### config.mk
export PLATFORM = sky130hd
export DESIGN_NAME = tenyr_core
export DESIGN_NICKNAME = d
export VERILOG_FILES = /design/src/tenyr_pkg.sv /design/src/tenyr_core.sv /design/src/core_seq.sv /design/src/wb_master.sv /design/src/alu_exec.sv /design/src/reg_file.sv /design/src/insn_decode.sv
export VERILOG_INCLUDE_DIRS = /design/src
export SDC_FILE = /design/constraint.sdc
export NUM_CORES = 2
export LEC_CHECK = 0
export ABC_AREA = 1
export BUFFER_PORTS_ARGS = -buffer_cell sky130_fd_sc_hd__buf_2
export CAP_MARGIN = 10
export CORE_ASPECT_RATIO = 1.2
export CORE_MARGIN = 2
export CORE_UTILIZATION = 45
export DETAILED_ROUTE_END_ITERATION = 7
export RECOVER_POWER = 50
export SYNTH_ARGS = -nofsm -noshare
export SYNTH_HDL_FRONTEND = slang
export SYNTH_SLANG_ARGS = --single-unit
### constraint.sdc
create_clock -name i_clk -period 30.6 [get_ports i_clk]
set_input_delay 3.06 -clock i_clk [delete_from_list [all_inputs] [get_ports i_clk]]
set_output_delay 3.06 -clock i_clk [all_outputs]
set_load 0.02 [all_outputs]
### src/tenyr_params.svh
`ifndef TENYR_PARAMS_SVH
`define TENYR_PARAMS_SVH

// Word address of the first fetch after reset
`define TENYR_RESET_VECTOR 32'h0000_1000

// Architectural register count, top index is P
`define TENYR_NUM_REGS 16

// All-ones word, stops the core for good
`define TENYR_ILLEGAL_INSN 32'hffff_ffff

`endif
### src/tenyr_pkg.sv
package tenyr_pkg;

    typedef logic signed [31:0] word_t;   // Data or word address
    typedef logic [3:0] reg_idx_t;

    // Gaps at 4 and 15 are the reserved opcodes
    typedef enum logic [3:0] {
        op_or   = 4'd0,
        op_and  = 4'd1,
        op_add  = 4'd2,
        op_mul  = 4'd3,
        op_shl  = 4'd5,
        op_clt  = 4'd6,   // Signed compares give all ones when true
        op_ceq  = 4'd7,
        op_cgt  = 4'd8,
        op_andn = 4'd9,
        op_xor  = 4'd10,
        op_sub  = 4'd11,
        op_xorn = 4'd12,
        op_shr  = 4'd13,  // Logical
        op_cne  = 4'd14
    } alu_op_t;

    typedef struct packed {
        logic z_mem;      // Z is a memory location
        logic rhs_mem;    // Right-hand side is an address
    } deref_t;

    // Raw instruction layout, msb first
    typedef struct packed {
        logic      iclass;
        logic      type_bit;
        deref_t    deref;
        reg_idx_t  z;
        reg_idx_t  x;
        reg_idx_t  y;
        alu_op_t   op;
        logic [11:0] imm;
    } insn_fields_t;

    typedef struct packed {
        alu_op_t  op;
        deref_t   deref;
        reg_idx_t z;
        reg_idx_t x;
        reg_idx_t y;
        word_t    imm;        // Already sign-extended
        logic     type_bit;
        logic     illegal;
    } decoded_t;

    typedef struct packed {
        logic       cyc;
        logic       stb;
        logic       we;
        word_t      adr;
        word_t      dat;
        logic [3:0] sel;
    } wb_req_t;

    typedef struct packed {
        logic  ack;
        word_t dat;
    } wb_rsp_t;

endpackage

### src/tenyr_core.sv
`timescale 1ns/1ps

module tenyr_core (
    input  logic               i_clk,
    input  logic               i_reset_n,
    output tenyr_pkg::wb_req_t o_ibus,
    input  tenyr_pkg::wb_rsp_t i_ibus,
    output tenyr_pkg::wb_req_t o_dbus,
    input  tenyr_pkg::wb_rsp_t i_dbus,
    output logic               o_halt
);
    import tenyr_pkg::*;

    decoded_t dec;
    word_t    insn, pc;
    word_t    x_val, y_val, z_val, rhs;
    logic     exec_en;
    logic     fetch_start, fetch_done;
    word_t    fetch_data;
    logic     mem_start, mem_we, mem_done;
    word_t    mem_addr, mem_wdata, mem_rdata;
    logic     reg_we;
    reg_idx_t reg_idx;
    word_t    reg_data;

    core_seq u_seq (
        .i_clk(i_clk), .i_reset_n(i_reset_n), .i_dec(dec), .i_z(z_val), .i_rhs(rhs),
        .o_insn(insn), .o_pc(pc), .o_exec_en(exec_en),
        .o_fetch_start(fetch_start), .i_fetch_done(fetch_done), .i_fetch_data(fetch_data),
        .o_mem_start(mem_start), .o_mem_we(mem_we), .o_mem_addr(mem_addr),
        .o_mem_wdata(mem_wdata), .i_mem_done(mem_done), .i_mem_rdata(mem_rdata),
        .o_reg_we(reg_we), .o_reg_idx(reg_idx), .o_reg_data(reg_data), .o_halt(o_halt)
    );

    insn_decode u_dec (.i_insn(insn), .o_dec(dec));

    reg_file u_regs (
        .i_clk(i_clk), .i_reset_n(i_reset_n),
        .i_x_idx(dec.x), .i_y_idx(dec.y), .i_z_idx(dec.z), .i_pc(pc),
        .o_x(x_val), .o_y(y_val), .o_z(z_val),
        .i_we(reg_we), .i_wr_idx(reg_idx), .i_wr_data(reg_data)
    );

    alu_exec u_alu (
        .i_clk(i_clk), .i_reset_n(i_reset_n), .i_en(exec_en), .i_dec(dec),
        .i_x(x_val), .i_y(y_val), .o_rhs(rhs)
    );

    // Fetch bus is read only
    wb_master u_ibus (
        .i_clk(i_clk), .i_reset_n(i_reset_n), .i_start(fetch_start), .i_we(1'b0),
        .i_addr(pc), .i_wdata('0), .o_done(fetch_done), .o_rdata(fetch_data),
        .o_wb(o_ibus), .i_wb(i_ibus)
    );

    wb_master u_dbus (
        .i_clk(i_clk), .i_reset_n(i_reset_n), .i_start(mem_start), .i_we(mem_we),
        .i_addr(mem_addr), .i_wdata(mem_wdata), .o_done(mem_done), .o_rdata(mem_rdata),
        .o_wb(o_dbus), .i_wb(i_dbus)
    );

endmodule

### src/core_seq.sv
`timescale 1ns/1ps
`include "tenyr_params.svh"

module core_seq (
    input  logic                i_clk,
    input  logic                i_reset_n,
    input  tenyr_pkg::decoded_t i_dec,
    input  tenyr_pkg::word_t    i_z,
    input  tenyr_pkg::word_t    i_rhs,
    output tenyr_pkg::word_t    o_insn,
    output tenyr_pkg::word_t    o_pc,
    output logic                o_exec_en,
    output logic                o_fetch_start,
    input  logic                i_fetch_done,
    input  tenyr_pkg::word_t    i_fetch_data,
    output logic                o_mem_start,
    output logic                o_mem_we,
    output tenyr_pkg::word_t    o_mem_addr,
    output tenyr_pkg::word_t    o_mem_wdata,
    input  logic                i_mem_done,
    input  tenyr_pkg::word_t    i_mem_rdata,
    output logic                o_reg_we,
    output tenyr_pkg::reg_idx_t o_reg_idx,
    output tenyr_pkg::word_t    o_reg_data,
    output logic                o_halt
);
    import tenyr_pkg::*;

    typedef enum logic [2:0] {st_fetch, st_exec, st_mem, st_write, st_halt} state_t;

    localparam reg_idx_t pc_idx = reg_idx_t'(`TENYR_NUM_REGS - 1);

    state_t state;
    logic   issued;     // Bus transfer of the current state already started
    logic   mem_op;
    logic   jump;
    word_t  wb_val;

    assign mem_op = i_dec.deref.z_mem | i_dec.deref.rhs_mem;
    assign jump   = !i_dec.deref.z_mem && (i_dec.z == pc_idx);
    assign wb_val = i_dec.deref.rhs_mem ? i_mem_rdata : i_rhs;  // Load or plain rhs

    assign o_fetch_start = (state == st_fetch) && !issued;
    assign o_mem_start   = (state == st_mem) && !issued;
    assign o_exec_en     = (state == st_exec) && !i_dec.illegal;

    // 01 load mem[rhs], 10 mem[Z] <- rhs, 11 mem[rhs] <- Z
    assign o_mem_we    = i_dec.deref.z_mem;
    assign o_mem_addr  = i_dec.deref.rhs_mem ? i_rhs : i_z;
    assign o_mem_wdata = i_dec.deref.rhs_mem ? i_z : i_rhs;

    assign o_reg_we   = (state == st_write) && !i_dec.deref.z_mem;
    assign o_reg_idx  = i_dec.z;
    assign o_reg_data = wb_val;

    always_ff @(posedge i_clk) begin
        if (i_reset_n) begin
            state  <= st_fetch;
            issued <= 1'b0;
            o_pc   <= `TENYR_RESET_VECTOR;
            o_halt <= 1'b0;
        end else begin
            case (state)
                st_fetch: begin
                    if (o_fetch_start)
                        issued <= 1'b1;
                    if (i_fetch_done) begin
                        issued <= 1'b0;
                        state  <= st_exec;
                    end
                end
                st_exec: begin
                    if (i_dec.illegal) begin
                        state  <= st_halt;
                        o_halt <= 1'b1;
                    end else begin
                        state <= mem_op ? st_mem : st_write;
                    end
                end
                st_mem: begin
                    if (o_mem_start)
                        issued <= 1'b1;
                    if (i_mem_done) begin
                        issued <= 1'b0;
                        state  <= st_write;
                    end
                end
                st_write: begin
                    o_pc  <= jump ? wb_val : o_pc + 1;
                    state <= st_fetch;
                end
                default: state <= st_halt;  // Stays here until reset
            endcase
        end
    end

    // Instruction register
    always_ff @(posedge i_clk) begin
        if (state == st_fetch && i_fetch_done) begin
            o_insn <= i_fetch_data;
        end
    end

endmodule

### src/wb_master.sv
`timescale 1ns/1ps

module wb_master (
    input  logic               i_clk,
    input  logic               i_reset_n,
    input  logic               i_start,
    input  logic               i_we,
    input  tenyr_pkg::word_t   i_addr,
    input  tenyr_pkg::word_t   i_wdata,
    output logic               o_done,
    output tenyr_pkg::word_t   o_rdata,
    output tenyr_pkg::wb_req_t o_wb,
    input  tenyr_pkg::wb_rsp_t i_wb
);
    import tenyr_pkg::*;

    logic  active;      // Cycle in progress, waiting for ack
    logic  we_q;
    word_t adr_q;
    word_t dat_q;

    always_ff @(posedge i_clk) begin
        if (i_reset_n) begin
            active <= 1'b0;
            we_q   <= 1'b0;
            o_done <= 1'b0;
        end else begin
            o_done <= 1'b0;
            if (!active) begin
                if (i_start) begin
                    active <= 1'b1;
                    we_q   <= i_we;
                end
            end else if (i_wb.ack) begin
                active <= 1'b0;
                we_q   <= 1'b0;
                o_done <= 1'b1;   // One cycle after ack
            end
        end
    end

    always_ff @(posedge i_clk) begin
        if (!active && i_start) begin
            adr_q <= i_addr;
            dat_q <= i_wdata;
        end
        if (active && i_wb.ack) begin
            o_rdata <= i_wb.dat;  // Held until the next ack
        end
    end

    // Whole words only
    assign o_wb = '{cyc: active, stb: active, we: we_q, adr: adr_q, dat: dat_q, sel: 4'hf};

    a_stb_cyc: assert property (
        @(posedge i_clk) disable iff (i_reset_n)
        o_wb.stb |-> o_wb.cyc
    );

    // Classic cycle holds the request until the slave acks
    a_req_stable: assert property (
        @(posedge i_clk) disable iff (i_reset_n)
        (o_wb.stb && !i_wb.ack) |=> ($stable(o_wb.adr) && $stable(o_wb.dat)
                                     && $stable(o_wb.we) && o_wb.stb)
    );

    a_start_idle: assert property (
        @(posedge i_clk) disable iff (i_reset_n)
        i_start |-> !active
    );

endmodule

### src/alu_exec.sv
`timescale 1ns/1ps

module alu_exec (
    input  logic                i_clk,
    input  logic                i_reset_n,
    input  logic                i_en,
    input  tenyr_pkg::decoded_t i_dec,
    input  tenyr_pkg::word_t    i_x,
    input  tenyr_pkg::word_t    i_y,
    output tenyr_pkg::word_t    o_rhs
);
    import tenyr_pkg::*;

    word_t opd;         // O, second operand of the operation
    word_t addend;      // A, added after the operation
    word_t base;
    logic  reserved;

    // Type 1 swaps the roles of Y and the immediate
    assign opd    = i_dec.type_bit ? i_dec.imm : i_y;
    assign addend = i_dec.type_bit ? i_y : i_dec.imm;

    always_comb begin
        base     = '0;
        reserved = 1'b0;
        case (i_dec.op)
            op_or:   base = i_x | opd;
            op_and:  base = i_x & opd;
            op_add:  base = i_x + opd;
            op_mul:  base = i_x * opd;       // Low word of the product
            op_shl:  base = i_x << opd;
            op_clt:  base = {32{i_x < opd}};
            op_ceq:  base = {32{i_x == opd}};
            op_cgt:  base = {32{i_x > opd}};
            op_andn: base = i_x & ~opd;
            op_xor:  base = i_x ^ opd;
            op_sub:  base = i_x - opd;
            op_xorn: base = i_x ^ ~opd;
            op_shr:  base = i_x >> opd;      // Zero fill
            op_cne:  base = {32{i_x != opd}};
            default: reserved = 1'b1;        // Opcodes 4 and 15
        endcase
    end

    always_ff @(posedge i_clk) begin
        if (i_en) begin
            o_rhs <= reserved ? '0 : base + addend;
        end
    end

    // Decode must be settled by the time the sequencer enables execute
    a_op_known: assert property (
        @(posedge i_clk) disable iff (i_reset_n)
        i_en |-> !$isunknown(i_dec.op)
    );

endmodule

### src/reg_file.sv
`timescale 1ns/1ps
`include "tenyr_params.svh"

module reg_file (
    input  logic                i_clk,
    input  logic                i_reset_n,
    input  tenyr_pkg::reg_idx_t i_x_idx,
    input  tenyr_pkg::reg_idx_t i_y_idx,
    input  tenyr_pkg::reg_idx_t i_z_idx,
    input  tenyr_pkg::word_t    i_pc,
    output tenyr_pkg::word_t    o_x,
    output tenyr_pkg::word_t    o_y,
    output tenyr_pkg::word_t    o_z,
    input  logic                i_we,
    input  tenyr_pkg::reg_idx_t i_wr_idx,
    input  tenyr_pkg::word_t    i_wr_data
);
    import tenyr_pkg::*;

    localparam reg_idx_t pc_idx = reg_idx_t'(`TENYR_NUM_REGS - 1);

    // Slot 0 is never written or read, P lives in the sequencer
    word_t store [0:`TENYR_NUM_REGS-2];

    function automatic word_t read_port(input reg_idx_t idx);
        word_t val;
        if (idx == '0)
            val = '0;
        else if (idx == pc_idx)
            val = i_pc + 1;     // P reads one past the current insn
        else
            val = store[idx];
        return val;
    endfunction

    always_comb begin
        o_x = read_port(i_x_idx);
        o_y = read_port(i_y_idx);
        o_z = read_port(i_z_idx);
    end

    always_ff @(posedge i_clk) begin
        if (!i_reset_n && i_we && i_wr_idx != '0 && i_wr_idx != pc_idx) begin
            store[i_wr_idx] <= i_wr_data;
        end
    end

    // A write with an unknown index would corrupt an arbitrary register
    a_we_idx_known: assert property (
        @(posedge i_clk) disable iff (i_reset_n)
        i_we |-> !$isunknown(i_wr_idx)
    );

endmodule

### src/insn_decode.sv
`timescale 1ns/1ps
`include "tenyr_params.svh"

module insn_decode (
    input  tenyr_pkg::word_t    i_insn,
    output tenyr_pkg::decoded_t o_dec
);
    import tenyr_pkg::*;

    insn_fields_t fields;
    logic         all_ones;

    assign fields   = i_insn;
    assign all_ones = (i_insn == `TENYR_ILLEGAL_INSN);

    always_comb begin
        o_dec.op       = fields.op;
        o_dec.deref    = fields.deref;
        o_dec.z        = fields.z;
        o_dec.x        = fields.x;
        o_dec.y        = fields.y;
        o_dec.type_bit = fields.type_bit;
        o_dec.imm      = {{20{fields.imm[11]}}, fields.imm};

        // Class 1 has no defined encodings apart from the halt word,
        // so every class 1 word stops the core
        o_dec.illegal  = all_ones | fields.iclass;
    end

endmodule

==> results.json <==
{
  "avgSynthCellArea_sq_um": 7.63,
  "dieArea_sq_mm": 0.154,
  "htreeDepth": 3,
  "fin_cells": 10800,
  "slew_viol_final": 276,
  "start_util_pct": 45.2,
  "hpwlAfterDp_um": 223000,
  "hold_violations": 0,
  "clock_skew_ps": 65.4,
  "critPathTopFamily": "adder cells",
  "tns_ps": 0,
  "top_layer_used": "met5",
  "drive_gt1_share_pct": 7.46,
  "endpoint_kind": "flip-flop",
  "drt-met1-wl_um": 113000,
  "worst_pin_slew_ps": 4570,
  "tritoncts.num_buffers": 86,
  "synth_ff_type": "edfxtp_1",
  "ys_ff_latch": 758,
  "yosys_warnings": 0,
  "grt_usage_pct": 40.3,
  "maxSlewHeadroom_pct": -205,
  "dr_wl_met3_um": 33800,
  "path_max_fanout": 72,
  "synth.lib_cells_used.distinct": 73,
  "place.gp.congestion": 1.08,
  "cts.sinks": 758,
  "grt_max_degree": 103,
  "clock_path_buffers": 3,
  "cap_violations": 6,
  "crit_path_start_kind": "flip-flop",
  "path_buf_inv": 10,
  "arrival_ps": 14190,
  "hold_class": "reg -> reg",
  "synthCells": 8883,
  "clock.fmax_ghz": 0.0731,
  "synth_seq_area_share_pct": 32.8,
  "area_delta_synth_final_pct": 7.77,
  "drt.antenna.violating_nets": 0,
  "antenna_found_initial": 18,
  "crit_type": "reg -> reg",
  "vias": 66800,
  "root_buffer": "clkbuf_16",
  "rsz0062_at_grt": "no",
  "grt_pass1_wl_um": 446000,
  "clkLatencyLatePin_ps": 750,
  "cp_slowest_cell": "buf_4",
  "pin_count": 211,
  "dp_cells": 10700,
  "fin_crit_ps": 13680,
  "final-setup-viol-count": 0,
  "portBuffers": 169,
  "clk_pin_slew_ps": 70,
  "syn-cell-area_sq_mm": 0.0678,
  "synth_edf_count": 704,
  "wl_um": 317000,
  "period_share_pct": 44.7,
  "fin_nets": 9548,
  "die_w_um": 358,
  "drc": 0,
  "ctsResizeCount": 0,
  "drt-wirelength-per-cell_um": 29.2,
  "die_y_um": 429,
  "coreArea_sq_mm": 0.150,
  "grt.overflow.total": 0,
  "vias_per_cell": 6.16,
  "cts_setup_buffers": 0,
  "critPathMaxStageDelay_ps": 830,
  "async_reset_ff_share_pct": 0,
  "tritoncts": "built",
  "final_common_cell": "nand2_1",
  "violations": "max-capacitance violations, max-slew violations",
  "cp.required_ps": 31110,
  "drt_iter0_markers": 9358,
  "wl_met2_um": 142000,
  "num_rows": 156,
  "grt_pass1_vias": 63700,
  "layout_common_cells": "2311 x nand2_1, 915 x inv_1, 792 x nand3_1, 704 x edfxtp_1, 702 x a21oi_1",
  "outcome": "finished, violations left",
  "firstDrtPassIters": 7,
  "cts_hold_buf": 0
}
==> sequential cells by signal (all words and copies together), names as in the netlist, named ones only <==
name / count
u_ibus.active: 1
u_seq.state: 3
u_ibus.o_rdata: 32
u_regs.store: 480
u_seq.issued: 1
u_dbus.active: 1
u_seq.o_insn: 32
u_dbus.we_q: 1
u_dbus.o_done: 1
u_seq.o_pc: 32
u_ibus.o_done: 1
u_dbus.adr_q: 32
u_dbus.dat_q: 32
u_ibus.adr_q: 32
u_dbus.o_rdata: 32
u_seq.o_halt: 1
u_alu.o_rhs: 32
==> area by class of cell <==
class	instances	area, sq um
Multi-Input combinational cell	6637	39500
Fill cell	14800	77100
Timing Repair Buffer	340	2120
Tap cell	1975	2470
Inverter	969	3660
Clock inverter	59	729
Clock buffer	101	2270
Antenna cell	7	17.5
Sequential cell	758	22200
==> logic make-up (layout without fill, tap and decap cells) <==
logic type	Yosys count	in the layout	share of synthesized area [%]
adder cells (fa/ha/maj)	688	688	17.3
multiplexers	9	9	0.133
flip-flops	758	758	32.8
AND/OR/NAND/NOR	3999	3999	24.6
other	2	80	0.0111
buffers and inverters	1559	1469	9.53
XOR/XNOR	59	59	0.774
AO/OA/AOI/OAI	1809	1809	14.9
==> worst paths after layout <==
check | slack (ps) | from | end | cells after the start
max | 16920 | flip-flop | u_alu.o_rhs[31] | 46
min | 420 | u_ibus.o_rdata[7] | u_seq.o_insn[7] | 0
max reg2reg | 16920 | flip-flop | u_alu.o_rhs[31] | 46
min reg2reg | 420 | u_ibus.o_rdata[7] | u_seq.o_insn[7] | 0
==> through the flow <==
stage	area (sq um)	hold WS, ps	util (%)	setup WS, ps
2_1_floorplan	68000	400	-	20490
3_3_place_gp	70100	401	46.7	17320
3_5_place_dp	70100	405	46.7	17350
4_1_cts	73100	419	48.7	17340
5_1_grt	73000	423	48.7	16690
6_report	73000	417	48.7	16920
==> metal layers <==
metal	GRT usage, %	up-vias
met1	49.0	32200
met3	8.15	1150
met5	0	-
li1	-	29200
met4	30.4	6
met2	62.8	4264
==> Yosys cell counts (all sizes together) (8+ instances only) <==
| master | count | area [sq um] |
|---|---|---|
| a31oi | 26 | 169 |
| ha | 277 | 3470 |
| buf | 317 | 1790 |
| mux2i | 9 | 90.1 |
| nor2 | 704 | 2750 |
| nor3 | 33 | 165 |
| clkbuf | 273 | 1020 |
| o21a | 22 | 165 |
| o221ai | 8 | 70.1 |
| o21bai | 10 | 101 |
| nand4 | 42 | 263 |
| a22oi | 14 | 105 |
| a211oi | 25 | 188 |
| o211ai | 115 | 868 |
| inv | 947 | 3560 |
| nor4 | 11 | 68.8 |
| a21boi | 9 | 67.6 |
| o22ai | 31 | 194 |
| nand3 | 812 | 4170 |
| nand3b | 9 | 67.6 |
| xnor2 | 23 | 201 |
| a21oi | 709 | 3580 |
| o21ai | 759 | 3850 |
| fa | 411 | 8230 |
| edfxtp | 704 | 21100 |
| o2111ai | 15 | 131 |
| a311oi | 8 | 70.1 |
| clkinv | 22 | 83.8 |
| dfxtp | 54 | 1080 |
| xor2 | 36 | 323 |
| a32oi | 9 | 78.8 |
| nand2 | 2359 | 9020 |
| o311ai | 15 | 131 |
| or2 | 22 | 138 |
Power is not shown: default switching activity piles up to over one toggle a cycle in this logic, so the estimate is an artifact.
